## src/verilog/matvec_pkg.sv

```systemverilog
package matvec_pkg;

    // matrix columns, also the vector length
    localparam int lanes = 8;

    // matrix rows, one result per row
    localparam int rows = 8;

    // result buffer entries
    localparam int fifo_depth = 16;

    // signed operand word from the load port
    typedef logic signed [13:0] data_t;

    // signed row result, sums wrap modulo 2^28
    typedef logic signed [27:0] result_t;

    // row index into a column bank
    typedef logic [2:0] row_t;

    // one strobe bit per lane
    typedef logic [7:0] lane_mask_t;

    // word position within a load, 0 to 63
    typedef logic [5:0] word_count_t;

    // buffer slot count, 0 to 16 inclusive
    typedef logic [4:0] slot_count_t;

    // load and compute phases of the sequencer
    typedef enum logic [1:0] {
        load_matrix,
        load_vector,
        wait_space,
        compute
    } seq_state_t;

endpackage

```

## src/verilog/dot_product_pipeline.sv

```systemverilog
`timescale 1ns/1ps

module dot_product_pipeline (
    input  logic                clk,
    input  logic                reset,
    input  logic                operands_valid,
    input  matvec_pkg::data_t   matrix_row [matvec_pkg::lanes],
    input  matvec_pkg::data_t   vector [matvec_pkg::lanes],
    output logic                sum_valid,
    output matvec_pkg::result_t sum
);
    import matvec_pkg::*;

    // stage 1, lane products
    result_t product [lanes];
    // stage 2, pairwise sums
    result_t partial4 [lanes / 2];
    // stage 3
    result_t partial2 [lanes / 4];
    // valid for stages 1 to 3, sum_valid is stage 4
    logic [2:0] stage_valid;

    // valid bits shift alongside the data
    always_ff @(posedge clk) begin
        if (reset) begin
            stage_valid <= '0;
            sum_valid <= 1'b0;
        end else begin
            stage_valid <= {stage_valid[1:0], operands_valid};
            sum_valid <= stage_valid[2];
        end
    end

    always_ff @(posedge clk) begin
        // 14 x 14 signed fits 28 bits exactly
        for (int i = 0; i < lanes; i++) begin
            product[i] <= result_t'(matrix_row[i]) * result_t'(vector[i]);
        end

        // 8 to 4, sums wrap at 28 bits
        for (int i = 0; i < lanes / 2; i++) begin
            partial4[i] <= product[2 * i] + product[2 * i + 1];
        end

        // 4 to 2
        for (int i = 0; i < lanes / 4; i++) begin
            partial2[i] <= partial4[2 * i] + partial4[2 * i + 1];
        end

        // 2 to 1
        sum <= partial2[0] + partial2[1];
    end

endmodule

```

## config.mk

```make
export PLATFORM = sky130hd
export DESIGN_NAME = dot_product_pipeline
export DESIGN_NICKNAME = d
export VERILOG_FILES = /design/src/verilog/matvec_pkg.sv /design/src/verilog/dot_product_pipeline.sv
export SDC_FILE = /design/constraint.sdc
export NUM_CORES = 2
export LEC_CHECK = 0
export ABC_AREA = 1
export BUFFER_PORTS_ARGS = -buffer_cell sky130_fd_sc_hd__buf_2
export CORE_AREA = 2 2 498 500
export CTS_BUF_LIST = sky130_fd_sc_hd__clkbuf_4
export DETAILED_ROUTE_END_ITERATION = 6
export DIE_AREA = 0 0 500 502
export GPL_TIMING_DRIVEN = 0
export SYNTH_ARGS = -nofsm -noshare
export SYNTH_HDL_FRONTEND = slang
export SYNTH_SLANG_ARGS = --single-unit
```

## constraint.sdc

```tcl
create_clock -name clk -period 8.17 [get_ports clk]
set_clock_uncertainty 0.05 [all_clocks]
set_input_delay 1.634 -clock clk [delete_from_list [all_inputs] [get_ports clk]]
set_output_delay 1.634 -clock clk [all_outputs]
set_load 0.01 [all_outputs]
```

* Yosys cells after proc, flatten, opt, wreduce, memory -nomap -nowiden
Memory sizes are Yosys's and may differ from the RTL's.
Index checks and enable logic that the tools add are counted.
** Cells by class
- Add/sub/neg operators :: 7
- $mul :: 8
** Operator list (number)
- $mul A14 B14 Y28 :: 8
- $add A28 B28 Y28 :: 7
** Storage, ports and cells
- Flip-flop bits (word level) :: 32
- Memory bits (writable) :: 392
- Bits of input ports :: 227
- Output and inout bits :: 29
- Memories :: 3
** Memories
- product :: depth 8, bits a word 28, rd ports 8, clocked after memory_dff 0, write ports 8, RTL line dot_product_pipeline.sv:15 : result_t product [lanes];
- partial4 :: depth 4, bits a word 28, rd ports 4, clocked after memory_dff 0, write ports 4, RTL line dot_product_pipeline.sv:17 : result_t partial4 [lanes / 2];
- partial2 :: depth 2, bits a word 28, rd ports 2, clocked after memory_dff 0, write ports 2, RTL line dot_product_pipeline.sv:19 : result_t partial2 [lanes / 4];

* Longest topological paths before layout
- Word-level depth :: 1
- Depth in mapped cells :: 28
- Mapped depth without buffers :: 27

* Worst setup path after synthesis
OpenSTA, ideal clock, no wires.
- Path type :: input to register
- Start :: input port matrix_row[111] in the netlist's numbering
- End :: memory product[0][27] in the netlist's numbering
- Setup time :: 112 ps
- Arrival time :: 6473 ps
- Data required time :: 8008 ps
- Setup slack :: 1535 ps
- Cell stages on the path :: 23
- Path buffers :: 1
- Cell sequence :: clkbuf_1 -> nand2_1 -> fa_1 -> fa_1 -> inv_1 -> fa_1 -> inv_1 -> fa_1 -> inv_1 -> fa_1 -> inv_1 -> fa_1 -> inv_1 -> ha_1 -> nand2_1 -> nor2_1 -> nand2_1 -> nor2_1 -> nand2_1 -> nand3_1 -> inv_1 -> nand2_1 -> nand2_1
** RTL lines
- start: declaration :: RTL line dot_product_pipeline.sv:7 : input matvec_pkg::data_t matrix_row [matvec_pkg::lanes],
- end: declaration :: RTL line dot_product_pipeline.sv:15

==> flow_metrics.env <==
export IMPL_worst_r2r_path_depth=8
export IMPL_drt_pass_1_iters=7
export IMPL_synth_flop_cell="dfxtp_1"
export IMPL_total_routing_usage_gr_pct=19.2
export IMPL_grt_pass1_wl_mm=382
export IMPL_portion_of_the_post_synthesis_area_used_by_sequential_elements_pct=9.92
export IMPL_postSynthAreaPerCell_um2=7.55
export IMPL_worstSetupPathType="input port to register"
export IMPL_fp_row_count=182
export IMPL_synth_warnings=0
export IMPL_crit_arrival_ps=7700
export IMPL_timing_critical_path_slowest_stage_cell="fa_1"
export IMPL_synth_top_cells_by_count="inv_1, nand2_1, fa_1, ha_1, nor2_1"
export IMPL_critical_path_cell_chain="buf_2 > clkbuf_1 > nand2_1 > fa_1 > fa_1 > inv_1 > fa_1 > inv_1 > fa_1 > fa_1 > fa_1 > inv_1 > ha_1 > a21oi_1 > o21ai_0 > a21oi_1 > nand3_1 > nand3_1 > nand2_1"
export IMPL_core_um2=245000
export IMPL_post_route_util_pct=37.6
export IMPL_initial_core_util_pct=34.9
export IMPL_synthToLayoutAreaGrowth_pct=7.94
export IMPL_achievable_frequency_mhz=144
export IMPL_grt_start_max_net_pins=17
export IMPL_fillerInstances=25935
export IMPL_cp_common_cell="fa_1"
export IMPL_hpwlAfterDp_mm=209
export IMPL_syn_nets=13845
export IMPL_aggregate_global_routing_overflow=0
export IMPL_globalplace_congestion=0.942
export IMPL_clock_tree_from_tritoncts="built"
export IMPL_die_y_um=502
export IMPL_buffer_ports_inserted=255
export IMPL_routed_via_count=69317
export IMPL_max_stage_delay_ps=770
export IMPL_yosys_area_top_type="fa_1"
export IMPL_worstPathRequired_ps=8940
export IMPL_antenna_left=0
export IMPL_fin_crit_ps=6940
export IMPL_min_path_cells=2
export IMPL_hold_viol_final=0
export IMPL_drc=0
export IMPL_cts_sinks=424
export IMPL_cts_buffers=112
export IMPL_cts_root_buffer_cell="clkbuf_4"
export IMPL_place_area_um2=90800
export IMPL_number_of_global_route_vias_before_repair=70709
export IMPL_synth_distinct_cells=40
export IMPL_drive_above_1_share_pct=4.81
export IMPL_flop_and_latch_count_out_of_synthesis=424
export IMPL_post_cts_buffers=0
export IMPL_netlist_instances=11326
export IMPL_cts_path_max_buffers=3
export IMPL_final_setup_viol_count=0
export IMPL_die_area_um2=251000
export IMPL_post_drt_wl_per_cell_um=15.8
export IMPL_route_final_wire_length_mm=237
export IMPL_synth_most_common_cell="inv_1"
export IMPL_tightest_slew_ps=781
export IMPL_cp_start_kind="input port"
export IMPL_clock_latency_ps=1010
export IMPL_pre_cts_ws_ps=312
export IMPL_timing_critical_path_fanout_max=10
export IMPL_post_cts_resize_count=0
export IMPL_run_status="complete, no violations"
export IMPL_synth_top_cell_area_share_pct=36.7
export IMPL_total_negative_slack_ps=0
export IMPL_synth_top_cells_by_area="fa_1, inv_1, nand2_1"
export IMPL_slew_violations=0
export IMPL_htree_levels=3
export IMPL_cts_hold_buffers_added=0
export IMPL_design_final_nets=14214
export IMPL_synth_area_um2=85500
export IMPL_chipWidth_um=500
export IMPL_detail_route_vias_per_cell=4.61
export IMPL_postSynth_asyncResetShare_pct=0
export IMPL_worstSetupEndpointType="register"
export IMPL_fin_area_um2=92300
export IMPL_drc_violation_total_after_the_first_tritonroute_iteration=4637
export IMPL_number_of_synthesized_flops_with_an_enable_pin=0
export IMPL_holdCritPathClass="register to register"
export IMPL_fin_ws_ps=1230
export IMPL_grt_setup_unrepaired="no"
export IMPL_initial_antenna_violation_count=60
export IMPL_fin_crit_sh_pct=84.9
export IMPL_ios=256
export IMPL_maxCapViolCount=0
export IMPL_clk_slew_on_worst_s_h_paths_ps=70
export IMPL_slew_headroom_pct=47.9
## cell families (layout without fill, tap and decap cells)
kind of cell / count (synthesis) / in the layout / synth area share [%]
AND/OR/NAND/NOR: 4138 / 4138 / 19.8
AO/OA/AOI/OAI: 800 / 800 / 5.10
buffers and inverters: 3370 / 3823 / 14.8
XOR/XNOR: 302 / 302 / 3.09
flip-flops: 424 / 424 / 9.92
other: 0 / 28 / 0
adder cells (fa/ha/maj): 2292 / 2292 / 47.3
## stage by stage
stage	hold WS [ps]	instances
after floorplan	338	11326
after global placement	340	14801
after detailed placement	349	14801
after CTS	358	14999
after global routing	383	15022
final	354	15027
## routing by layer
metal | track usage, % | share of wire, % | up-vias
li1 | - | - | 34021
met2 | 31.2 | 45 | 1723
met5 | 0 | 0.11 | -
met1 | 26.7 | 46 | 33199
met4 | 4.86 | 2.6 | 40
met3 | 2.63 | 5.7 | 334
## critical path: cells and delay by family
kind            cells  cell delay [ps]
compound gates      3              610
fa+ha+maj           7             3730
buf+inv             5             1020
simple gates        4              690
## area by class of cell
cell class | instances | area (um^2) | share of cell area [%]
plain buffers | 225 | 846 | 0.916
multi-input cells | 7532 | 64400 | 69.7
repair buffers | 255 | 1280 | 1.38
clock buffers | 157 | 1180 | 1.28
inverters | 3145 | 11800 | 12.8
flip-flops and latches | 424 | 8490 | 9.19
diodes | 28 | 70.1 | 0.0759
clock inverters | 41 | 239 | 0.259
well taps | 3220 | 4030 | 4.36
## registers in the layout, indices dropped and copies added, names as in the netlist
name and count:
partial4 112, sum 28, sum_valid 1, product 224, stage_valid 3, partial2 56
## final timing paths
check	from	to	slack [ps]
max	vector[45]	product[1][27]$_DFF_P_	1230
min reg2reg	stage_valid[1]$_SDFF_PP0_	stage_valid[2]$_SDFF_PP0_	350
max reg2reg	product[1][84]$_DFF_P_	partial4[3][16]$_DFF_P_	5650
min	stage_valid[1]$_SDFF_PP0_	stage_valid[2]$_SDFF_PP0_	350
## placed cells by master (no fill, tap or decap), types with 21 or more instances in the layout
| cell | count |
|---|---|
| nor3_1 | 64 |
| o21bai_1 | 41 |
| nand2_1 | 2830 |
| a21oi_1 | 426 |
| diode_2 | 28 |
| dfxtp_1 | 424 |
| xnor2_1 | 89 |
| clkbuf_4 | 157 |
| fa_1 | 1567 |
| buf_2 | 256 |
| ha_1 | 725 |
| o21ai_0 | 228 |
| nand4_1 | 156 |
| nand3b_1 | 23 |
| or2_2 | 33 |
| clkbuf_1 | 224 |
| inv_1 | 3136 |
| nand3_1 | 379 |
| xor2_1 | 213 |
| a21o_1 | 47 |
| nand2_2 | 21 |
| nor2_2 | 36 |
| clkinv_1 | 22 |
| nor2_1 | 562 |
Power is not shown: default switching activity piles up to over one toggle a cycle in this logic, so the estimate is an artifact.
