==> src/verilog/matvec_pkg.sv <==
package matvec_pkg;

    // matrix columns, also the vector length
    localparam int lanes = 8;

    // matrix rows, one result per row
    localparam int rows = 8;

    // result buffer entries
    localparam int fifo_depth = 16;

    // signed operand word from the load port
    typedef logic signed [13:0] data_t;

    // signed row result, sums wrap modulo 2^28
    typedef logic signed [27:0] result_t;

    // row index into a column bank
    typedef logic [2:0] row_t;

    // one strobe bit per lane
    typedef logic [7:0] lane_mask_t;

    // word position within a load, 0 to 63
    typedef logic [5:0] word_count_t;

    // buffer slot count, 0 to 16 inclusive
    typedef logic [4:0] slot_count_t;

    // load and compute phases of the sequencer
    typedef enum logic [1:0] {
        load_matrix,
        load_vector,
        wait_space,
        compute
    } seq_state_t;

endpackage

==> src/verilog/bank_write_if.sv <==
`timescale 1ns/1ps

interface bank_write_if;
    import matvec_pkg::*;

    // word being written, shared by every lane
    data_t      data;
    // target row, only meaningful for matrix words
    row_t       row;
    // one-hot lane strobes, at most one bit set across both masks
    lane_mask_t matrix_we;
    lane_mask_t vector_we;

    modport sequencer (
        output data,
        output row,
        output matrix_we,
        output vector_we
    );

    modport banks (
        input data,
        input row,
        input matrix_we,
        input vector_we
    );

endinterface

==> src/verilog/operand_banks.sv <==
`timescale 1ns/1ps

module operand_banks (
    input  logic              clk,
    bank_write_if.banks       wr,
    input  logic              issue,
    input  matvec_pkg::row_t  issue_row,
    output logic              operands_valid,
    output matvec_pkg::data_t matrix_row [matvec_pkg::lanes],
    output matvec_pkg::data_t vector [matvec_pkg::lanes]
);
    import matvec_pkg::*;

    // one column bank per lane, indexed by row
    data_t column_bank [lanes][rows];
    // live vector, overwritten by the next load
    data_t vector_reg [lanes];

    for (genvar l = 0; l < lanes; l++) begin : g_lane
        // private write port per lane
        always_ff @(posedge clk) begin
            if (wr.matrix_we[l]) begin
                column_bank[l][wr.row] <= wr.data;
            end
            if (wr.vector_we[l]) begin
                vector_reg[l] <= wr.data;
            end
        end
    end

    // valid follows issue by one cycle
    always_ff @(posedge clk) begin
        operands_valid <= issue;
    end

    // snapshot the row and the vector together
    // so a vector load in progress cannot disturb rows in flight
    always_ff @(posedge clk) begin
        if (issue) begin
            for (int l = 0; l < lanes; l++) begin
                matrix_row[l] <= column_bank[l][issue_row];
                vector[l] <= vector_reg[l];
            end
        end
    end

endmodule

==> src/flat_wrapper.sv <==
// flat-port wrapper written by rule: the top's interface ports become plain ports
module operand_banks_flat import matvec_pkg::*;
  (clk, issue, issue_row, operands_valid, matrix_row, vector, wr_data, wr_row, wr_matrix_we, wr_vector_we);
  bank_write_if wr_i ();
  input  logic clk;
  input  logic issue;
  input  matvec_pkg::row_t issue_row;
  output logic operands_valid;
  output matvec_pkg::data_t matrix_row[matvec_pkg::lanes];
  output matvec_pkg::data_t vector[matvec_pkg::lanes];
  input wire logic [$bits(wr_i.data)-1:0] wr_data;
  input wire logic [$bits(wr_i.row)-1:0] wr_row;
  input wire logic [$bits(wr_i.matrix_we)-1:0] wr_matrix_we;
  input wire logic [$bits(wr_i.vector_we)-1:0] wr_vector_we;
  assign wr_i.data = wr_data;
  assign wr_i.row = wr_row;
  assign wr_i.matrix_we = wr_matrix_we;
  assign wr_i.vector_we = wr_vector_we;
  operand_banks u_core (.clk(clk), .wr(wr_i), .issue(issue), .issue_row(issue_row), .operands_valid(operands_valid), .matrix_row(matrix_row), .vector(vector));
endmodule
==> config.mk <==
export PLATFORM = sky130hd
export DESIGN_NAME = operand_banks_flat
export DESIGN_NICKNAME = d
export VERILOG_FILES = /design/src/verilog/matvec_pkg.sv /design/src/verilog/bank_write_if.sv /design/src/verilog/operand_banks.sv /design/src/flat_wrapper.sv
export SDC_FILE = /design/constraint.sdc
export NUM_CORES = 1
export LEC_CHECK = 0
export BUFFER_PORTS_ARGS = -buffer_cell sky130_fd_sc_hd__buf_2
export CAP_MARGIN = 5
export CORE_UTILIZATION = 54
export DETAILED_ROUTE_END_ITERATION = 12
export PLACE_DENSITY = 0.72
export SKIP_LAST_GASP = 1
export SYNTH_ARGS = -nofsm -noshare
export SYNTH_HDL_FRONTEND = slang
export SYNTH_SLANG_ARGS = --single-unit
==> constraint.sdc <==
create_clock -name clk -period 5.6 [get_ports clk]
set_clock_uncertainty 0.15 [all_clocks]
set_input_delay 1.4 -clock clk [delete_from_list [all_inputs] [get_ports clk]]
set_output_delay 1.4 -clock clk [all_outputs]
set_load 0.02 [all_outputs]
; Word level (Yosys, flattened, before mapping)
; Memory sizes are Yosys's and may differ from the RTL's. A register that Yosys moved wholly into a read port is not among the register bits.
; Cells that the tools add are included.
[word_totals]
ff_bits = 113
memories = 2
out_inout_bits = 225
latch_bits = 0
ramBits = 1008
rom_bits = 0
elab_cells = 75
[classes]
n_bitwise = 2
n_addsub = 0
n_eq_ne = 0
reduce_logical = 1
magnitude_cmp = 3
n_mux = 58
n_div = 0
n_shift = 0
multipliers = 0
[memory_table]
columns = memory, words, width, read_ports, rd_clocked_by_memory_dff, write_ports, line
row1 = u_core.column_bank, 8, 112, 8, 0, 8, operand_banks.sv:15  ; data_t column_bank [lanes][rows];
row2 = u_core.vector_reg, 8, 14, 8, 8, 8, operand_banks.sv:17  ; data_t vector_reg [lanes];
[ops]
columns = op, n
row1 = $mux 112, 8
row2 = $bmux 14 s3, 8
row3 = $mux 14, 17
row4 = $demux 14 s3, 1
row5 = $mux 1, 24
row6 = $ge 4x4->1 const B, 2
row7 = $not 3->4, 2
row8 = $lt 4x1->1 const B, 1
row9 = $logic_and 1x1->1, 1

; Longest topological paths before layout
[depth]
ltp_word = 6
mapped_depth = 5
depth_no_buf = 2

; Least setup slack after synthesis
; OpenSTA, ideal clock, no wires.
[synth_path]
path_type = in2reg
from = input port issue_row[2]
to = register u_core.matrix_row[100] (netlist name), data pin
setup_ps = 260
t_required_ps = 5190
path_stages = 5
path_slack_ps = 2554
arrival_time_ps = 2636
n_path_buf = 3
cell_sequence = buf_2 buf_2 buf_1 mux4_2 mux2_2
[synth_between]
elab_chain_len = 4
[synth_rtl]
columns = item, line
row1 = start: declaration, flat_wrapper.sv:7  ; input matvec_pkg::row_t issue_row;
row2 = $not 3->4 (not written as such), operand_banks.sv:41  ; matrix_row[l] <= column_bank[l][issue_row];
row3 = $bmux 14 s3, operand_banks.sv:41
row4 = $mux 14 (not written as such) (2 in series), operand_banks.sv:41
row5 = end signal: indexed assignment, operand_banks.sv:41
row6 = end: declaration, operand_banks.sv:9  ; output matvec_pkg::data_t matrix_row [matvec_pkg::lanes],
; Every way passes these cells. The select of a mux whose other input is x is not followed.
; A chain may end at the register's enable or synchronous reset.

; Final worst setup path
[layout_path]
from = input port issue_row[0]
to = register u_core.matrix_row[96] (netlist name), data pin
; The elaborated chain is that of the path after synthesis.

==> results.cfg <==
[placed_design]
gp_congestion = 0.737
io_buffer_count = 262
dp_hpwl_um = 49600

[die]
fp.dieW_um = 289
fp.dieH_um = 289
dieArea_mm2 = 0.0834
rows = 104
io_pins = 263
coreArea_mm2 = 0.0809
initial_core_util_pct = 54.9

[clock_network]
root_buffer = clkbuf_16
postCtsSetupRepairBufs = 0
clockBufferDepth = 3
cts_max_level = 3
clock_sinks = 1233
postCtsHoldBufs = 0
clk_pin_slew_ps = 60
cts_inserted_buffers = 116
post_cts_resized = 0
insertion_delay_ps = 680
cts_tree = built

[setup_path]
r2r_slack_ps = 4000
cp_max_fo = 62
cp.required_ps = 5860
r2r_start = u_core.column_bank[1][6]$_DFFE_PP_
crit_arrival_ps = 3420
reg2reg_to = u_core.matrix_row[48]$_DFFE_PP_
startpoint_type = input pin
critPathLaunch = issue_row[0]
crit_type = in2reg
end_kind = flip-flop
r2r_cells = 2

[sta]
rsz0062_at_grt = no
slew_viol_final = 0
relSlewSlack_pct = 18.7
tightest_slew_ps = 1220
min_period_over_period_pct = 56.4
hold_viol_final = 0
fin_tns_setup_ps = 0
setup_violations = 0
fin_crit_ps = 3160
clock.fmax_mhz = 316

[yosys]
ys_seq_elements = 1233
seq_area_frac_synth_pct = 83.3
ys_types = 16
synth_ff_type = edfxtp_1
syn_nets = 1741
synth_edf_count = 1232
synth_area_per_cell_um2 = 26.1
synth.cell_area_mm2 = 0.0444
syn_inst = 1703
ys_warn_count = 0
async_flop_share_pct = 0

[status]
status = finished clean

[detailed_routing]
wl_per_cell_um = 28.2
drt_iter0_drc = 1688
vias_per_cell = 5.90
ant_nets = 0
vias = 18900
dr.pass1.iters = 5
wl_um = 90600
drcViolationCount = 0

[grt]
grt_usage_pct = 21.8
use_met1_pct = 30.6
use_met2_pct = 36.1
grt_pass1_wl_um = 130000
grt_pass1_vias = 19300
gr-max-usage-layer = met2
antenna_found_initial = 9
grt-ovfl-total = 0
grt_max_degree = 85
met3_usage_pct = 4.08

[final_layout]
fillCellCount = 5323
nets = 2093
drive_above_1_share_pct = 36.9
largest_register = u_core.column_bank
layout_commonest_cell = edfxtp_1
mostFrequentLayoutCells = edfxtp_1, buf_2, mux4_2
largest_register_ffs = 896
area_growth_pct = 14.0

[pwr]
cellPowerDensity_mw_per_mm2 = 383
irDropWorstVdd_mv = 0.273
power_uw = 19400
p_leak_uw = 0.0168

[worst_hold_path]
worstHoldStart = u_core.vector_reg[1][53]$_DFFE_PP_
whs_path_depth = 0
hp-class = reg2reg
holdPathEnd = vector[11]$_DFFE_PP_

[run]
max-cap-violations = 0
synth_stat cells (2+ instances only):
master	n	area [um^2]
edfxtp_1	1232	37000
mux2_4	52	781
nor3b_1	3	22.5
and3b_1	3	26.3
buf_1	7	26.3
buf_2	22	110
clkbuf_1	14	52.6
and2_1	64	400
buf_6	9	101
buf_12	2	40.0
mux4_2	224	5040
buf_8	8	120
mux2_2	60	676
layer usage:
metal | up-vias | wire length [um]
met2 | 691 | 46100
met1 | 10200 | 37100
met5 | - | 38
met4 | 6 | 1400
met3 | 101 | 6010
li1 | 7959 | -
power by group:
group | switching [uW] | internal (uW)
logic | 681 | 415
registers | 122 | 10600
clock network | 3240 | 4320
total | 4050 | 15400
critical path, stage by stage:
cell and delay [ps]:
buf_8 540, buf_4 560, mux4_2 580, mux2_2 280
logic make-up (layout without fill, tap and decap cells):
family | count (synthesis) | after routing | share of synthesized area, %
flops | 1233 | 1233 | 83.3
mux | 336 | 336 | 14.6
simple gates | 72 | 72 | 1.04
buf+inv | 62 | 508 | 1.01
other cells | 0 | 4 | 0
through the flow:
stage / hold slack [ps] / instances / util, % / area [um^2] / setup WS [ps]
6_report: 263 / 3213 / 62.6 / 50700 / 2440
3_3_place_gp: 252 / 2997 / 58.1 / 47000 / 1720
4_1_cts: 264 / 3209 / 62.6 / 50700 / 2390
3_5_place_dp: 255 / 2997 / 58.1 / 47000 / 1690
5_1_grt: 270 / 3209 / 62.6 / 50700 / 2290
2_1_floorplan: 250 / 1703 / - / 44400 / 2550
area by class of cell:
cell class / instances / area, um^2 / share of cell area [%]
Multi-Input combinational cell: 408 / 6960 / 13.7
Timing Repair Buffer: 296 / 1690 / 3.33
Clock buffer: 138 / 3050 / 6.02
Tap cell: 1060 / 1330 / 2.62
Sequential cell: 1233 / 37000 / 73.1
Antenna cell: 4 / 10.0 / 0.0198
Clock inverter: 74 / 617 / 1.22
worst max-delay path by stage:
stage / endpoint / slack, ps
CTS: u_core.matrix_row[96]$_DFFE_PP_ / 2390
floorplan: u_core.matrix_row[100]$_DFFE_PP_ / 2550
detailed placement: u_core.matrix_row[96]$_DFFE_PP_ / 1690
global placement: u_core.matrix_row[107]$_DFFE_PP_ / 1720
global route: u_core.matrix_row[107]$_DFFE_PP_ / 2290
finish: u_core.matrix_row[96]$_DFFE_PP_ / 2440
No activity file was read; power rests on OpenSTA's default activity.
