<file path="config.mk">
export PLATFORM = sky130hd
export DESIGN_NAME = load_sequencer_flat
export DESIGN_NICKNAME = d
export VERILOG_FILES = /design/src/verilog/matvec_pkg.sv /design/src/verilog/bank_write_if.sv /design/src/verilog/load_sequencer.sv /design/src/flat_wrapper.sv
export SDC_FILE = /design/constraint.sdc
export NUM_CORES = 1
export LEC_CHECK = 0
export BUFFER_PORTS_ARGS = -buffer_cell sky130_fd_sc_hd__buf_4
export CORE_ASPECT_RATIO = 0.7
export CORE_MARGIN = 8
export CORE_UTILIZATION = 40
export CTS_BUF_LIST = sky130_fd_sc_hd__clkbuf_4
export CTS_CLUSTER_DIAMETER = 50
export DETAILED_ROUTE_END_ITERATION = 10
export PLACE_DENSITY = 0.87
export SLEW_MARGIN = 20
export SYNTH_ARGS = -nofsm -noshare
export SYNTH_HDL_FRONTEND = slang
export SYNTH_SLANG_ARGS = --single-unit
</file>
<file path="constraint.sdc">
create_clock -name clk -period 6.4 [get_ports clk]
set_input_delay 1.92 -clock clk [delete_from_list [all_inputs] [get_ports clk]]
set_output_delay 1.92 -clock clk [all_outputs]
set_load 0.05 [all_outputs]
</file>
<file path="src/verilog/matvec_pkg.sv">
package matvec_pkg;

    // matrix columns, also the vector length
    localparam int lanes = 8;

    // matrix rows, one result per row
    localparam int rows = 8;

    // result buffer entries
    localparam int fifo_depth = 16;

    // signed operand word from the load port
    typedef logic signed [13:0] data_t;

    // signed row result, sums wrap modulo 2^28
    typedef logic signed [27:0] result_t;

    // row index into a column bank
    typedef logic [2:0] row_t;

    // one strobe bit per lane
    typedef logic [7:0] lane_mask_t;

    // word position within a load, 0 to 63
    typedef logic [5:0] word_count_t;

    // buffer slot count, 0 to 16 inclusive
    typedef logic [4:0] slot_count_t;

    // load and compute phases of the sequencer
    typedef enum logic [1:0] {
        load_matrix,
        load_vector,
        wait_space,
        compute
    } seq_state_t;

endpackage

</file>
<file path="src/verilog/bank_write_if.sv">
`timescale 1ns/1ps

interface bank_write_if;
    import matvec_pkg::*;

    // word being written, shared by every lane
    data_t      data;
    // target row, only meaningful for matrix words
    row_t       row;
    // one-hot lane strobes, at most one bit set across both masks
    lane_mask_t matrix_we;
    lane_mask_t vector_we;

    modport sequencer (
        output data,
        output row,
        output matrix_we,
        output vector_we
    );

    modport banks (
        input data,
        input row,
        input matrix_we,
        input vector_we
    );

endinterface

</file>
<file path="src/verilog/load_sequencer.sv">
`timescale 1ns/1ps

module load_sequencer (
    input  logic                    clk,
    input  logic                    reset,
    input  logic                    input_valid,
    input  logic                    new_matrix,
    input  matvec_pkg::data_t       input_data,
    output logic                    input_ready,
    input  matvec_pkg::slot_count_t free_slots,
    bank_write_if.sequencer         wr,
    output logic                    issue,
    output matvec_pkg::row_t        issue_row,
    output logic                    reserve
);
    import matvec_pkg::*;

    seq_state_t  state;
    word_count_t count;
    // held low for one cycle after reset
    logic        started;
    // next accepted word opens a new load
    logic        first_word;
    logic        accept;
    logic        matrix_phase;
    logic        room;

    // ready only while loading, and not right after reset
    assign input_ready = started && (state == load_matrix || state == load_vector);
    assign accept = input_valid && input_ready;

    // new_matrix only matters on the opening word of a load
    assign matrix_phase = (state == load_matrix) ||
                          (state == load_vector && first_word && new_matrix);

    // enough unreserved slots for a whole compute phase
    assign room = free_slots >= slot_count_t'(rows);

    // word k lands in lane k mod 8, row k div 8
    assign wr.data = input_data;
    // banks ignore the row for vector words
    assign wr.row = count[5:3];
    assign wr.matrix_we = (accept && matrix_phase) ? (lane_mask_t'(1) << count[2:0]) : '0;
    assign wr.vector_we = (accept && !matrix_phase) ? (lane_mask_t'(1) << count[2:0]) : '0;

    // one row per compute cycle, rows 0 to 7 in order
    assign issue = (state == compute);
    assign issue_row = count[2:0];
    // claim eight buffer slots on the first compute cycle
    assign reserve = (state == compute) && (count == '0);

    always_ff @(posedge clk) begin
        if (reset) begin
            state <= load_vector;
            count <= '0;
            started <= 1'b0;
            first_word <= 1'b1;
        end else begin
            started <= 1'b1;
            case (state)
                load_matrix: begin
                    if (accept) begin
                        // last matrix word, vector follows
                        if (count == word_count_t'(lanes * rows - 1)) begin
                            state <= load_vector;
                            count <= '0;
                        end else begin
                            count <= count + 1'b1;
                        end
                    end
                end
                load_vector: begin
                    if (accept) begin
                        first_word <= 1'b0;
                        if (matrix_phase) begin
                            // opening word was matrix word 0
                            state <= load_matrix;
                            count <= count + 1'b1;
                        end else if (count == word_count_t'(lanes - 1)) begin
                            count <= '0;
                            state <= room ? compute : wait_space;
                        end else begin
                            count <= count + 1'b1;
                        end
                    end
                end
                wait_space: begin
                    // stalled until the buffer drains enough
                    if (room) begin
                        state <= compute;
                    end
                end
                compute: begin
                    if (count == word_count_t'(rows - 1)) begin
                        // earlier rows keep flowing while the next load starts
                        state <= load_vector;
                        count <= '0;
                        first_word <= 1'b1;
                    end else begin
                        count <= count + 1'b1;
                    end
                end
                default: begin
                    state <= load_vector;
                end
            endcase
        end
    end

endmodule

</file>
<file path="src/flat_wrapper.sv">
// flat-port wrapper written by rule: the top's interface ports become plain ports
module load_sequencer_flat import matvec_pkg::*;
  (clk, reset, input_valid, new_matrix, input_data, input_ready, free_slots, issue, issue_row, reserve, wr_data, wr_row, wr_matrix_we, wr_vector_we);
  bank_write_if wr_i ();
  input  logic clk;
  input  logic reset;
  input  logic input_valid;
  input  logic new_matrix;
  input  matvec_pkg::data_t input_data;
  output logic input_ready;
  input  matvec_pkg::slot_count_t free_slots;
  output logic issue;
  output matvec_pkg::row_t issue_row;
  output logic reserve;
  output wire logic [$bits(wr_i.data)-1:0] wr_data;
  output wire logic [$bits(wr_i.row)-1:0] wr_row;
  output wire logic [$bits(wr_i.matrix_we)-1:0] wr_matrix_we;
  output wire logic [$bits(wr_i.vector_we)-1:0] wr_vector_we;
  assign wr_data = wr_i.data;
  assign wr_row = wr_i.row;
  assign wr_matrix_we = wr_i.matrix_we;
  assign wr_vector_we = wr_i.vector_we;
  load_sequencer u_core (.clk(clk), .reset(reset), .input_valid(input_valid), .new_matrix(new_matrix), .input_data(input_data), .input_ready(input_ready), .free_slots(free_slots), .wr(wr_i), .issue(issue), .issue_row(issue_row), .reserve(reserve));
endmodule
</file>
**Word-level counts from Yosys, hierarchy flattened**

Index checks and enable logic that the tools add are counted.

- Bits in registers: 10
- Bits of input ports: 23
- Word-level logic and storage cells: 56

- $add $sub $neg: 1
- Magnitude comparators: 1
- Eq/ne operators: 11
- Shift operators: 1
- Multiplexer cells: 21
- Reduce and logical (&&, ||, !) cells: 17

Operators with widths:

| cell | count |
|---|---|
| $mux 6 | 5 |
| $pmux 6 s3 | 1 |
| $mux 8 | 2 |
| $mux 2 | 7 |
| $ne 2x1->1 const B | 4 |
| $pmux 2 s4 | 1 |
| $shl 1x3->8 const A | 1 |
| $logic_and 1x1->1 | 7 |
| $add 6x1->6 const B | 1 |
| $eq 6x3->1 const B | 1 |
| $eq 6x6->1 const B | 1 |
| $logic_not 6->1 | 1 |
| $reduce_and 3->1 | 2 |
| $reduce_and 6->1 | 1 |
| $ge 5x4->1 const B | 1 |
| $eq 2x2->1 const B | 2 |
| $mux 1 | 4 |
| $ne 3x2->1 const B | 1 |
| $reduce_bool 3->1 | 1 |
| $eq 2x1->1 const B | 1 |
| $logic_not 2->1 | 1 |
| $logic_or 1x1->1 | 2 |
| $ne 2x2->1 const B | 1 |
| $pmux 1 s2 | 1 |
| 2 further kinds | 2 |

**Logic depth before layout (Yosys ltp)**

- Depth after elaboration: 7
- Depth in mapped cells: 8
- Mapped depth without buffers: 7

**Worst setup path after synthesis**

OpenSTA, ideal clock, no wires.

- Path kind: input to output
- Start point: input new_matrix
- End point: output wr_vector_we[4]
- Arrival: 2.965 ns
- Slack: 1.515 ns
- Cell stages on the path: 3
- Path buffers: 0
- Cell sequence: a31oi_1 and3_1 and2_1

- Longest elaborated chain between the ends: 5

Ends and longest elaborated chain:

| element | RTL line | source |
|---|---|---|
| from (decl) | flat_wrapper.sv:8 | `input logic new_matrix;` |
| $logic_and 1x1->1 | load_sequencer.sv:34 | `(state == load_vector && first_word && new_matrix);` |
| $logic_or 1x1->1 | load_sequencer.sv:33 | `assign matrix_phase = (state == load_matrix) \|\|` |
| $logic_not 1->1 | load_sequencer.sv:44 | `assign wr.vector_we = (accept && !matrix_phase) ? (lane_mask_t'(1) << count[2:0]) : '0;` |
| $logic_and 1x1->1 | load_sequencer.sv:44 |  |
| $mux 8 | load_sequencer.sv:44 |  |
| to (decl) | flat_wrapper.sv:18 | `output wire logic [$bits(wr_i.vector_we)-1:0] wr_vector_we;` |

No other way between the ends.

**Worst setup path in the final report**

- Start point: input new_matrix
- End point: output wr_vector_we[6]

Same word-level chain as after synthesis.

==> results.json <==
{
  "rsz0062_at_grt": "no",
  "p_clk_share_pct": 14.4,
  "track_usage_pct": 10.63,
  "gp_congestion": 0.8504,
  "dr.pass1.iters": 4,
  "post_cts_buffers": 0,
  "drv_cap": 0,
  "syn_avg_cell_area_sq_um": 7.353,
  "dp_hpwl_mm": 1.910,
  "overflow": 0,
  "p_leak_nw": 0.5604,
  "ys_top_cells_by_area": "dfxtp_1 (20%), ha_1 (12%), buf_4 (10%)",
  "yosys.area.top_type_share_pct": 19.73,
  "required_ns": 4.48,
  "die_w_um": 76.20,
  "antenna_found_initial": 0,
  "pwr-share-seq_pct": 25.5,
  "die_area_sq_mm": 0.004430,
  "postSynth.asyncResetShare_pct": 0,
  "power.net_switching_mw": 0.1591,
  "criticalPathCategory": "input pin to primary output",
  "end_kind": "primary output",
  "p_sw_share_pct": 50.03,
  "post_drt_wl_per_cell_um": 12.76,
  "post-route-min-period_ns": 5.056,
  "nNetsFinal": 188,
  "clk_path_buf_depth": 2,
  "status": "completed",
  "grt_first_pass_wirelength_mm": 3.926,
  "grt_max_degree": 13,
  "seq_area_sq_um": 200.2,
  "clk_pin_slew_worst_paths_ns": 0.07,
  "cts_buffers": 3,
  "synth_enable_flop_cells": 0,
  "fp-row-count": 15,
  "startpoint_type": "input pin",
  "dpl_cell_area_sq_mm": 0.001160,
  "clock_latency_ns": 0.27,
  "startpoint": "new_matrix",
  "cts_tree": "built",
  "fin_crit_sh_pct": 79.01,
  "finalSetupTns_ns": 0,
  "worstHoldPathType": "flip-flop to flip-flop",
  "drt_drc_violations_left": 0,
  "vias": 952,
  "vias_per_cell": 5.064,
  "slew_headroom_pct": 42.16,
  "synth-seq-cells": 10,
  "ant_nets": 0,
  "grt_pass1_vias": 840,
  "start_util_pct": 41.59,
  "tightest_slew_ns": 0.8435,
  "netlist_instances": 138,
  "pin_count": 62,
  "multi_input_area_sq_um": 669.4,
  "synth_fp_nets": 171,
  "hp-start": "u_core.state[1]",
  "r2r-start": "u_core.state[1]",
  "vdd.ir_drop.worst_mv": 0.08935,
  "ctsRootBufferMaster": "clkbuf_4",
  "cp_max_fo": 9,
  "seq_area_frac_synth_pct": 19.73,
  "core_area_sq_mm": 0.002440,
  "intPower_mw": 0.1589,
  "stdcell_area_sq_mm": 0.001186,
  "final_max_slew_viol_count": 0,
  "ys_types": 34,
  "critPathArrivalTime_ns": 3.14,
  "io_buffers": 30,
  "antenna_cells": 0,
  "drive_gt1_share_pct": 24.03,
  "dr.first_iter.drc_count": 45,
  "syn_to_final_growth_pct": 16.89,
  "p_comb_share_pct": 60.1,
  "netlist.top_cell.by_area": "dfxtp_1",
  "hold_violations": 0,
  "power.density_mw_per_mm2": 268.0,
  "cts_sinks": 10,
  "ctsHoldBuffers": 0,
  "fillers": 263,
  "netlist_area_sq_mm": 0.001015,
  "post_cts_resize_count": 0,
  "die_h_um": 58.14,
  "synth-main-ff-cell": "dfxtp_1",
  "yosysWarningCount": 0,
  "h-tree-depth": 1,
  "fmax_mhz": 197.8,
  "wl_mm": 2.399,
  "whs_ns": 0.4989,
  "clock_skew_ns": 0.0004853,
  "finalSetupViolations": 0
}
cell usage after synthesis (all sizes together), types with 2 or more instances:
cell,number
o21a,2
and2,12
nor3,4
o211ai,2
clkbuf,2
o21ai,8
nor2,7
dfxtp,10
a21oi,11
nand2,20
and3,5
ha,10
inv,6
mux2i,2
buf,16
nand3,4
a31oi,3
worst max-delay path, stage by stage:
cell     delay, ns
buf_4         0.12
a31oi_1       0.48
and3_1        0.29
and2_1        0.13
buf_4         0.19
sequential cells by signal, indices dropped and copies added, names as in the netlist:
signal and flops:
u_core.state 2, u_core.started 1, u_core.count 6, u_core.first_word 1
power groups by stage:
| stage | registers, mW | clock network, mW | logic, mW |
|---|---|---|---|
| floorplan | 0.0894 | 0 | 0.163 |
| global placement | 0.0823 | 0 | 0.188 |
| detailed placement | 0.0826 | 0 | 0.190 |
| CTS | 0.0811 | 0.0468 | 0.191 |
| global route | 0.0824 | 0.0518 | 0.210 |
| finish | 0.0810 | 0.0458 | 0.191 |
worst paths after layout:
| check | to | slack, ns | depth (start not counted) |
|---|---|---|---|
| max | wr_vector_we[6] | 1.34 | 5 |
| min | u_core.state[1] | 0.50 | 2 |
| max reg2reg | u_core.count[4] | 4.15 | 7 |
| min reg2reg | u_core.state[1] | 0.50 | 2 |
layout make-up:
| cell class | instances | area share (%) |
|---|---|---|
| timing repair buffer | 30 | 18.99 |
| multi-input combinational | 104 | 56.43 |
| sequential | 10 | 16.88 |
| clock inverter | 1 | 0.3165 |
| inverter | 6 | 1.899 |
| clock buffer | 3 | 1.899 |
| tap | 34 | 3.586 |
metal layers:
| metal | part of all wire (%) | vias up | GRT usage, % |
|---|---|---|---|
| met4 | 0.42 | 0 | 0.8174 |
| met2 | 40 | 26 | 15.69 |
| met1 | 53 | 424 | 13.82 |
| met5 | 0 | - | 0 |
| li1 | - | 500 | - |
| met3 | 6.3 | 2 | 5.556 |
cell usage in the layout, fill, tap and decap left out, types with 2 or more instances in the layout:
cell type   n
a21oi_1    11
a31oi_1     3
and2_1     12
and3_1      5
buf_4      30
clkbuf_4    3
dfxtp_1    10
ha_1       10
inv_1       6
mux2i_1     2
nand2_1    20
nand3_1     4
nor2_1      6
nor3_1      4
o211ai_1    2
o21a_1      2
o21ai_0     5
o21ai_1     3
kinds of logic (layout without fill, tap and decap cells):
group                      Yosys count  count (layout)  share of synthesized area, %
and+or+nand+nor                     58              58                         29.84
adders and majority gates           10              10                         12.33
DFF                                 10              10                         19.73
muxes                                2               2                         1.973
AOI/OAI and AO/OA                   34              34                         21.82
buffers and inverters               24              40                         14.30
stage by stage:
step | power (mW) | cells | utilization, % | setup slack (ns)
finish | 0.3179 | 188 | 48.62 | 1.344
global route | 0.3440 | 188 | 48.62 | 1.305
CTS | 0.3191 | 188 | 48.62 | 1.373
detailed placement | 0.2728 | 184 | 47.54 | 1.382
global placement | 0.2702 | 184 | 47.54 | 1.374
floorplan | 0.2523 | 138 | - | 1.515
Note: power is estimated with default switching activity, not from simulation.
