**src/verilog/matvec_pkg.sv**
```systemverilog
package matvec_pkg;

    // matrix columns, also the vector length
    localparam int lanes = 8;

    // matrix rows, one result per row
    localparam int rows = 8;

    // result buffer entries
    localparam int fifo_depth = 16;

    // signed operand word from the load port
    typedef logic signed [13:0] data_t;

    // signed row result, sums wrap modulo 2^28
    typedef logic signed [27:0] result_t;

    // row index into a column bank
    typedef logic [2:0] row_t;

    // one strobe bit per lane
    typedef logic [7:0] lane_mask_t;

    // word position within a load, 0 to 63
    typedef logic [5:0] word_count_t;

    // buffer slot count, 0 to 16 inclusive
    typedef logic [4:0] slot_count_t;

    // load and compute phases of the sequencer
    typedef enum logic [1:0] {
        load_matrix,
        load_vector,
        wait_space,
        compute
    } seq_state_t;

endpackage

```
**src/verilog/result_fifo.sv**
```systemverilog
`timescale 1ns/1ps

module result_fifo (
    input  logic                    clk,
    input  logic                    reset,
    input  logic                    reserve,
    input  logic                    sum_valid,
    input  matvec_pkg::result_t     sum,
    input  logic                    output_ready,
    output logic                    output_valid,
    output matvec_pkg::result_t     output_data,
    output matvec_pkg::slot_count_t free_slots
);
    import matvec_pkg::*;

    result_t entries [fifo_depth];
    // pointers wrap naturally at the buffer depth
    logic [$clog2(fifo_depth)-1:0] wr_ptr;
    logic [$clog2(fifo_depth)-1:0] rd_ptr;
    // entries currently held
    slot_count_t fill;
    logic pop;

    // head entry visible the cycle after its write
    assign output_valid = (fill != '0);
    assign output_data = entries[rd_ptr];
    assign pop = output_valid && output_ready;

    // reservation guarantees a free entry on every write
    always_ff @(posedge clk) begin
        if (sum_valid) begin
            entries[wr_ptr] <= sum;
        end
    end

    always_ff @(posedge clk) begin
        if (reset) begin
            wr_ptr <= '0;
            rd_ptr <= '0;
            fill <= '0;
            free_slots <= slot_count_t'(fifo_depth);
        end else begin
            if (sum_valid) begin
                wr_ptr <= wr_ptr + 1'b1;
            end
            if (pop) begin
                rd_ptr <= rd_ptr + 1'b1;
            end

            case ({sum_valid, pop})
                2'b10: fill <= fill + 1'b1;
                2'b01: fill <= fill - 1'b1;
                default: fill <= fill;
            endcase

            // credits leave in blocks of eight, return one per pop
            case ({reserve, pop})
                2'b10: free_slots <= free_slots - slot_count_t'(rows);
                2'b01: free_slots <= free_slots + 1'b1;
                2'b11: free_slots <= free_slots - slot_count_t'(rows - 1);
                default: free_slots <= free_slots;
            endcase
        end
    end

endmodule

```
**config.mk**
```make
export PLATFORM = sky130hd
export DESIGN_NAME = result_fifo
export DESIGN_NICKNAME = d
export VERILOG_FILES = /design/src/verilog/matvec_pkg.sv /design/src/verilog/result_fifo.sv
export SDC_FILE = /design/constraint.sdc
export NUM_CORES = 1
export LEC_CHECK = 0
export BUFFER_PORTS_ARGS = -buffer_cell sky130_fd_sc_hd__buf_2
export CAP_MARGIN = 30
export CELL_PAD_IN_SITES_DETAIL_PLACEMENT = 0
export CELL_PAD_IN_SITES_GLOBAL_PLACEMENT = 1
export CORE_ASPECT_RATIO = 1.5
export CORE_MARGIN = 2
export CORE_UTILIZATION = 50
export DETAILED_ROUTE_END_ITERATION = 10
export PLACE_DENSITY_LB_ADDON = 0.1
export SYNTH_ARGS = -nofsm -noshare
export SYNTH_HDL_FRONTEND = slang
export SYNTH_SLANG_ARGS = --single-unit
```
**constraint.sdc**
```tcl
create_clock -name clk -period 3.2 [get_ports clk]
set_input_delay 0.64 -clock clk [delete_from_list [all_inputs] [get_ports clk]]
set_output_delay 0.64 -clock clk [all_outputs]
set_load 0.05 [all_outputs]
```
### Yosys cells after proc, flatten, opt, wreduce, memory -nomap -nowiden

Memories as Yosys holds them, arrays and structs flattened. A register that Yosys moved wholly into a read port is not among the register bits.
Cells that the tools add are included.
W data, S select, Z words.

* RAM bits: 448
* memories kept: 1
* input port bits: 33
* flip-flop bits (word level): 18
* output and inout port bits: 34

* equal/unequal tests: 5
* add/sub/neg operators: 7
* multiplexer cells: 6
* reduce and logical (&&, ||, !) cells: 4

Memory list
* entries: depth 16, width 28, read ports 1, clocked after Yosys merged registers in 1, write ports 1, RTL line result_fifo.sv:16 `result_t entries [fifo_depth];`

Operator list (count)
* $pmux W5 S3: 1
* $add A5 B1 Y5 const B: 2
* $pmux W5 S2: 1
* $add A4 B1 Y4 const B: 2
* $mux W4: 2
* $eq A2 B2 Y1 const B: 3
* $reduce_bool A5 Y1: 1
* $sub A5 B1 Y5 const B: 1
* $sub A5 B3 Y5 const B: 1
* $sub A5 B4 Y5 const B: 1
* $eq A2 B1 Y1 const B: 2
* $reduce_bool A3 Y1: 1
* $mux W1: 2
* $reduce_bool A2 Y1: 1
* $logic_and A1 B1 Y1: 1

### Longest topological paths before layout

Gate-level depths: netlist of run 1.

* word-level depth: 4
* gate-level depth with buffers: 13

### Least setup slack after synthesis of run 1

No wires, ideal clock.

* path type: register -> register
* from: register fill[1]
* to: register fill[4]
* buffers on the path: 3
* cell stages (with the launch flop): 14
* slack: 59 ps
* arrival time: 3018 ps
* library setup time: 123 ps
* data required time: 3077 ps
* cells stage by stage: dfxtp_1 clkbuf_1 or3_1 clkbuf_1 o21ai_2 inv_2 ha_1 clkbuf_1 xor2_1 ha_1 a21oi_1 or3b_2 a31oi_1 mux2_1

* word-level cells in the longest chain between the ends: 4
* elaborated cells between the ends (all ways): 8
* classes of those cells: add/sub: 2; eq/ne: 2; mux: 1; reduce/logical: 3

Ends and longest elaborated chain
* start, declared: RTL line result_fifo.sv:21 `slot_count_t fill;`
* start signal, assigned: RTL line result_fifo.sv:51 `2'b10: fill <= fill + 1'b1;`
* start signal, assigned: RTL line result_fifo.sv:52 `2'b01: fill <= fill - 1'b1;`
* start signal, assigned: RTL line result_fifo.sv:53 `default: fill <= fill;`
* parallel branches: the longest is 4 deep, another holds $sub A5 B1 Y5

Parallel ways; which one is timed is not known.
A chain may end at the register's enable or synchronous reset.

==> impl_metrics.toml, run 1 <==
[yosys]
synth_cells = 772
synth-xor-area-share_pct = 0.6292
ys_async_sr_fraction_pct = 0
yosysMostFrequentCell = "edfxtp_1"
synth_mux_area_share_pct = 17.66
synth-seq-area-share_pct = 76.78
synth_warnings = 0
synthesis.nets = 815
synth_simple_gate_area_share_pct = 2.067
synth_area_leader_cell = "edfxtp_1"
synth_compound_area_share_pct = 0.8712
avgSynthCellArea_um2 = 23.44
synth_common_cells = "edfxtp_1, mux4_2, dfxtp_1"
synth-main-ff-cell = "edfxtp_1"
synth_top_cell_area_share_pct = 74.35
synthTopCellsByArea = "edfxtp_1, mux4_2, dfxtp_1"
netlist_area_mm2 = 0.01809
synthAdderAreaFrac_pct = 0.6915
synth_top_family_by_area = "multiplexers"
synth_cell_type_count = 42
synth_seq_cells = 470
synth_edf_count = 448

[placed_design]
dp.cells = 1309
placed_cell_area_mm2 = 0.01925
dp_hpwl_mm = 20.04
gp_congestion = 0.7094
io_buffers = 66

[critical_path]
crit_chain = "buf_12 -> buf_16 -> mux4_2 -> mux4_2 -> buf_2"
cp.arrival_ps = 2540
path_buf_inv = 3
cp.depth = 5
critPathMaxFanout = 6
cp_slowest_cell = "mux4_2"
reg2regPathDepth = 10
rr_endpoint = "fill[4]"
crit_top_cell = "mux4_2"
rr_startpoint = "fill[0]"
end_kind = "output port"
startpoint_type = "flip-flop"
cp.required_ps = 2560
crit_path_max_incr_delay_ps = 520
critPathTopFamily = "multiplexers"
endpoint = "output_data[5]"
critical_path_class = "reg2out"
r2r_setup_slack_ps = 240

[floorplanning]
io-pin-count = 67
die-area_mm2 = 0.03776
design.core.area_mm2 = 0.03584
rows = 85
start_util_pct = 50.49
die_h_um = 237.0
die_w_um = 159.3

[final_layout]
diodes = 0
final_cells = 1405
post-route-cell-area_mm2 = 0.02117
drive_gt1_share_pct = 36.46
synthToLayoutAreaGrowth_pct = 16.97
layout.nets = 937

[routing]
drc = 0
drt_iter0_drc = 617
vias = 8296
wirelength_mm = 38.29
viasPerCell = 5.905
first_pass_iters = 5
wl_per_cell_um = 27.25
ant_nets = 0

[clock_tree]
clk_latency_ps = 550
cts_tree = "yes"
htreeDepth = 2
cts_root_buf = "clkbuf_16"
clock_sinks = 470
cts_buffers = 44
clk_pin_slew_ps = 60
cts_buffer_depth = 3
cts_hold_buf = 0

[sta]
rsz0062_at_grt = "yes"
slew_viol_final = 0
hold_viol = 0
slew_headroom_pct = 58.49
fmaxAchievable_mhz = 314.5
max_slew.worst_pin.slew_ps = 622.6
fin_skew_ps = 10.76
finalCritPeriodShare_pct = 99.35
period_minus_slack_ps = 3179
finalSetupViolCount = 0
whs_ps = 459.0
fin_tns_setup_ps = 0

[global_route]
grt_pass1_wl_mm = 56.25
antenna_found_initial = 2
grt_use_total_pct = 20.66
first_global_vias = 8956
grt_max_degree = 29
grt-ovfl-total = 0

[min_path]
hold_path_class = "in2reg"

[pwr]
p_leak_nw = 6.692
p_per_area_mw_per_mm2 = 756.8
peakVddDrop_uv = 617.1
total_power_mw = 16.02

[outcome]
outcome = "finished clean"

[flow_run]
maxCapViolations = 0
==> worst min path at each step <==
stage | start | depth (start not counted) | to | slack [ps]
floorplan | rd_ptr[1] | 2 | flip-flop | 460
global placement | free_slots[1] | 2 | free_slots[1] | 480
detailed placement | rd_ptr[1] | 2 | flip-flop | 480
CTS | sum[23] | 1 | entries[2][23] | 430
global route | sum[25] | 1 | entries[3][25] | 450
finish | sum[25] | 1 | entries[10][25] | 460
==> state kept, by name, indices dropped and copies added, names as in the netlist, named ones only <==
register / cells
wr_ptr: 4
fill: 5
free_slots: 5
entries: 448
rd_ptr: 4
==> routing by layer <==
metal	vias up	share of wire (%)	global-route usage [%]	wire length, um
met3	53	5.5	3.503	2099
met4	4	1.9	5.372	742
li1	3538	-	-	-
met5	-	0.068	0	26
met2	244	51	35.24	19570
met1	4457	41	28.04	15860
==> kinds of logic after synthesis <==
kind of cell / Yosys count
multiplexers: 144
AO/OA/AOI/OAI: 23
adder cells (fa/ha/maj): 10
buffers and inverters: 43
XOR/XNOR: 13
AND/OR/NAND/NOR: 69
flip-flops: 470
==> layout make-up <==
cell class	instances	area [um^2]
Inverter	5	18.77
Fill cell	2564	14680
Sequential cell	470	13900
Clock inverter	24	221.5
Multi-Input combinational cell	259	3984
Tap cell	478	598.1
Timing Repair Buffer	114	1276
Clock buffer	55	1164
==> power breakdown <==
group          internal (mW)  total, mW  switching (mW)
logic                   2.02       3.99            1.98
clock network           2.90       5.02            2.11
registers               6.88       7.01           0.131
total                   11.8       16.0            4.22
==> through the flow <==
step | setup WS (ps) | utilization, %
2_1_floorplan | 58.97 | -
3_3_place_gp | 278.6 | 53.72
3_5_place_dp | 251.8 | 53.72
4_1_cts | -57.93 | 58.54
5_1_grt | -45.84 | 59.05
6_report | 20.65 | 59.05
==> worst register-to-register path, cell delays in order (launching register included) <==
cell and delay, ps:
dfxtp_1 360, or3_1 520, o21ai_2 220, inv_2 110
ha_1 220, xor2_1 140, ha_1 230, a21oi_1 80
or3b_2 440, a31oi_1 190, mux2_1 330
==> cells in the final DEF, fill, tap and decap left out, types with 8 or more instances in the layout <==
cell type  Yosys  routed
clkinv_1       0      12
clkbuf_16      0      49
dfxtp_1       22      18
clkbuf_1      15      10
nor2_1        19      19
xor2_1         8       8
buf_6          9      24
and2_2         0      14
mux4_2       140     140
buf_4          0      17
buf_12         0      17
edfxtp_1     448     448
buf_2          5      43
ha_1          10      10
nand2_1        9       9
==> what timing repair did <==
item | CTS | global route
resized for setup | 47 | 12
setup endpoints to repair | 28 | 27
gates cloned | 5 | 6
buffers inserted | 5 | 1
No activity file was read; power rests on OpenSTA's default activity.
==> run 2, diff against run 1 <==
--- a/config.mk
+++ b/config.mk
@@ -12,7 +12,9 @@
 export CORE_ASPECT_RATIO = 1.5
 export CORE_MARGIN = 2
 export CORE_UTILIZATION = 50
+export CTS_CLUSTER_SIZE = 8
 export DETAILED_ROUTE_END_ITERATION = 10
+export MAX_ROUTING_LAYER = met4
 export PLACE_DENSITY_LB_ADDON = 0.1
 export SYNTH_ARGS = -nofsm -noshare
 export SYNTH_HDL_FRONTEND = slang
==> impl_metrics.toml, run 2 (synthesis results as in run 1) <==
[outcome]
outcome = "finished clean"

[pwr]
total_power_mw = 17.44
peakVddDrop_uv = 595.3
p_leak_nw = 6.959
p_per_area_mw_per_mm2 = 803.0

[routing]
drt_iter0_drc = 692
ant_nets = 0
vias = 8538
wl_per_cell_um = 28.27
first_pass_iters = 4
wirelength_mm = 40.03
drc = 0
viasPerCell = 6.030

[global_route]
grt_use_total_pct = 22.18
antenna_found_initial = 2
grt-ovfl-total = 0
grt_pass1_wl_mm = 57.98
first_global_vias = 9267
grt_max_degree = 29

[placed_design]
dp_hpwl_mm = 20.04
dp.cells = 1309
placed_cell_area_mm2 = 0.01925
io_buffers = 66
pre_cts_slack_ps = 251.8
gp_congestion = 0.7174

[sta]
max_slew.worst_pin.slew_ps = 622.4
period_minus_slack_ps = 3183
slew_viol_final = 0
finalSetupViolCount = 0
fin_ws_ps = 17.06
rsz0062_at_grt = "yes"
hold_viol = 0
fin_skew_ps = 16.75
fmaxAchievable_mhz = 314.2
finalCritPeriodShare_pct = 99.47
slew_headroom_pct = 58.51

[clock_tree]
cts_root_buf = "clkbuf_16"
clock_sinks = 470
htreeDepth = 3
clk_latency_ps = 570
cts_buffer_depth = 3
clk_pin_slew_ps = 50
cts_tree = "yes"
cts_buffers = 68

[final_layout]
layout_commonest_cell = "edfxtp_1"
largest_reg_flops = 448
drive_gt1_share_pct = 38.14
layout.nets = 965
layout_common_cells = "edfxtp_1, mux4_2, clkbuf_16"
final_cells = 1416
fill_cells = 2503
postLayoutCoreUtil_pct = 60.60
post-route-cell-area_mm2 = 0.02172
largest-register = "entries"
synthToLayoutAreaGrowth_pct = 20.04
largestRegisters = "entries: 448 flops, fill: 5 flops, free_slots: 5 flops"

[critical_path]
end_kind = "output port"
critPathMaxFanout = 7
cp.arrival_ps = 2540
startpoint_type = "flip-flop"
critical_path_class = "reg2out"
cp.required_ps = 2560

[floorplanning]
design.core.area_mm2 = 0.03584
start_util_pct = 50.49
die-area_mm2 = 0.03776
die_w_um = 159.3
rows = 85
die_h_um = 237.0
io-pin-count = 67

[min_path]
hold_path_class = "in2reg"

[flow_run]
maxCapViolations = 0
-- run 2: changes by cell type in the layout (fill, tap and decap cells not counted), moves of 2 or more --
| cell | delta |
|---|---|
| clkinv_1 | -11 |
| buf_2 | -2 |
| diode_2 | +2 |
| buf_6 | +2 |
| clkinv_2 | -4 |
| bufinv_16 | -4 |
| clkbuf_16 | +28 |
-- run 2: power by group --
part / switching, mW / internal [mW]
Clock: 2.32 / 3.91
Combinational: 2.04 / 2.14
Sequential: 0.140 / 6.89
Total: 4.50 / 12.9
-- run 2: worst max-delay path, stage by stage, from the launching register on --
cell and delay (ps):
dfxtp_4 440, buf_12 160, clkbuf_16 170, mux4_2 500, mux4_2 520, buf_6 180
-- run 2: final cells by class --
type / instances / area (um^2) / area share (%)
diodes: 2 / 5.005 / 0.02304
clock buffers: 82 / 1818 / 8.370
clock inverters: 2 / 12.51 / 0.05760
multi-input cells: 259 / 3984 / 18.34
repair buffers: 118 / 1381 / 6.359
flip-flops and latches: 470 / 13900 / 64.01
well taps: 478 / 598.1 / 2.753
inverters: 5 / 18.77 / 0.08641
-- run 2: final timing paths --
check            start              to  slack [ps]  cells past startpoint
max          flip-flop  output_data[3]          20                      5
min            sum[23]  entries[0][23]         450                      1
max reg2reg    fill[0]         fill[4]         220                     10
min reg2reg  rd_ptr[1]       flip-flop         500                      2
-- run 2: timing repair --
action | CTS | global route
resized for setup | 55 | 12
gates cloned | 6 | 8
setup buffers | 4 | 3
pin swaps | 0 | 0
hold buffers | 0 | 0
endpoints found under the setup margin | 28 | 28
-- run 2: layer usage --
layer  vias to the layer above  wire (um)  global-route usage (%)
met5                         -          0                       -
met4                         0        886                   7.741
met3                        75       2359                   4.291
met2                       292      20610                   35.90
met1                      4613      16170                   28.52
li1                       3558          -                       -
-- run 2: metrics by stage --
stage,TNS (ps),hold WS [ps]
floorplan,0,462.9
global placement,0,483.2
detailed placement,0,481.4
CTS,-89.21,407.5
global route,-364.8,439.2
finish,0,445.1
==> run 3, diff against run 2 <==
--- a/config.mk
+++ b/config.mk
@@ -16,6 +16,7 @@
 export DETAILED_ROUTE_END_ITERATION = 10
 export MAX_ROUTING_LAYER = met4
 export PLACE_DENSITY_LB_ADDON = 0.1
+export REMOVE_ABC_BUFFERS = 1
 export SYNTH_ARGS = -nofsm -noshare
 export SYNTH_HDL_FRONTEND = slang
 export SYNTH_SLANG_ARGS = --single-unit
==> impl_metrics.toml, run 3 (synthesis results as in run 1) <==
[critical_path]
crit_chain = "buf_12 -> buf_12 -> mux4_2 -> mux4_2 -> buf_4"
cp.arrival_ps = 2530
critPathMaxFanout = 17
end_kind = "output port"
reg2regPathDepth = 10
r2r_setup_slack_ps = 220
cp_slowest_cell = "mux4_2"
crit_path_max_incr_delay_ps = 520
rr_startpoint = "fill[1]"
cp.required_ps = 2560
rr_endpoint = "fill[4]"
critical_path_class = "reg2out"
startpoint_type = "flip-flop"

[routing]
wirelength_mm = 38.83
vias = 8440
viasPerCell = 5.944
wl_per_cell_um = 27.34
drt_iter0_drc = 657
first_pass_iters = 5
drc = 0
ant_nets = 0

[min_path]
hp-start = "sum_valid"
hold_path_class = "in2reg"
whs_path_depth = 3
min_to = "wr_ptr[0]"

[placed_design]
placed_cell_area_mm2 = 0.01926
io_buffers = 66
dp_hpwl_mm = 19.75
pre_cts_slack_ps = 240.6
gp_congestion = 0.7772

[clock_tree]
cts_tree = "yes"
cts_hold_buf = 0
htreeDepth = 3
clock_sinks = 470
cts_buffer_depth = 3
clk_pin_slew_ps = 50
clk_latency_ps = 560
cts_root_buf = "clkbuf_16"
cts_buffers = 68

[sta]
finalCritPeriodShare_pct = 98.96
slew_viol_final = 0
finalSetupViolCount = 0
whs_ps = 447.3
slew_headroom_pct = 56.98
max_slew.worst_pin.slew_ps = 645.3
rsz0062_at_grt = "yes"
period_minus_slack_ps = 3167
fin_tns_setup_ps = 0
fin_ws_ps = 33.34
fin_skew_ps = 15.04
hold_viol = 0
fmaxAchievable_mhz = 315.8

[pwr]
pwr-share-clk_pct = 36.7
swShare_pct = 25.78
p_per_area_mw_per_mm2 = 798.3
p_seq_share_pct = 40.9
comb_power_share_pct = 22.4
p_leak_nw = 6.873
total_power_mw = 17.18
power.internal_mw = 12.75
peakVddDrop_uv = 425.1
switching_power_mw = 4.428

[final_layout]
layout_common_cells = "edfxtp_1, mux4_2, clkbuf_16"
fill_cells = 2545
multi_input_area_mm2 = 0.003986
seq_area_mm2 = 0.01390
largest-register = "entries"
largestRegisters = "entries: 448 flops, fill: 5 flops, free_slots: 5 flops"
post-route-cell-area_mm2 = 0.02152
largest_reg_flops = 448
layout_commonest_cell = "edfxtp_1"
drive_gt1_share_pct = 37.41
synthToLayoutAreaGrowth_pct = 18.95
layout.nets = 954

[floorplanning]
rows = 85
die_w_um = 159.3
io-pin-count = 67
die_h_um = 237.0
die-area_mm2 = 0.03776
design.core.area_mm2 = 0.03584
start_util_pct = 50.49

[global_route]
grt_pass1_wl_mm = 57.43
grt_use_total_pct = 21.78
antenna_found_initial = 1
grt-ovfl-total = 0
first_global_vias = 9217
grt_max_degree = 30

[outcome]
outcome = "finished clean"

[flow_run]
maxCapViolations = 0
==> run 3: worst max-delay path, delay by kind of cell (launching register included) <==
family   cells  cell delay [ps]
buf+inv      3              520
flops        1              410
mux          2             1020
==> run 3: how the worst max path moves through the flow <==
| stage | from | end | slack (ps) | depth (start not counted) |
|---|---|---|---|---|
| after CTS | flip-flop | output_data[6] | -30 | 5 |
| final | flip-flop | output_data[6] | 30 | 5 |
| after global placement | fill[1] | fill[4] | 290 | 10 |
| after floorplan | flip-flop | output_data[0] | -3380 | 2 |
| after detailed placement | fill[0] | fill[4] | 240 | 10 |
| after global routing | flip-flop | output_data[6] | -40 | 5 |
==> run 3: routing by layer <==
| layer | GRT usage (%) | part of all wire [%] |
|---|---|---|
| met1 | 27.91 | 41 |
| met2 | 35.80 | 52 |
| met3 | 3.801 | 4.7 |
| met4 | 7.300 | 2.2 |
| met5 | - | 0 |
==> run 3: power by group through the flow <==
stage / logic [mW] / clock network, mW / registers, mW
floorplan: 2.14 / 0 / 7.44
global placement: 3.27 / 0 / 7.15
detailed placement: 3.35 / 0 / 7.16
CTS: 3.76 / 6.46 / 7.02
global route: 4.08 / 6.72 / 7.03
finish: 3.85 / 6.31 / 7.02
==> run 3: area by class of cell <==
cell class / instances / share of cell area [%]
clock inverters: 6 / 0.2442
clock buffers: 94 / 8.505
inverters: 5 / 0.08720
repair buffers: 107 / 5.255
diodes: 1 / 0.01163
flip-flops and latches: 470 / 64.60
well taps: 478 / 2.779
multi-input cells: 259 / 18.52
==> run 3: stage by stage <==
step           std cells  util [%]
2_1_floorplan        734         -
3_3_place_gp        1308     53.74
6_report            1420     60.05
5_1_grt             1420     60.05
4_1_cts             1416     59.73
3_5_place_dp        1308     53.74
==> run 3: timing repair <==
| action | in CTS | in global routing |
|---|---|---|
| buffers inserted | 6 | 0 |
| setup endpoints to repair | 28 | 26 |
| resized for setup | 38 | 19 |
| cloned | 2 | 4 |
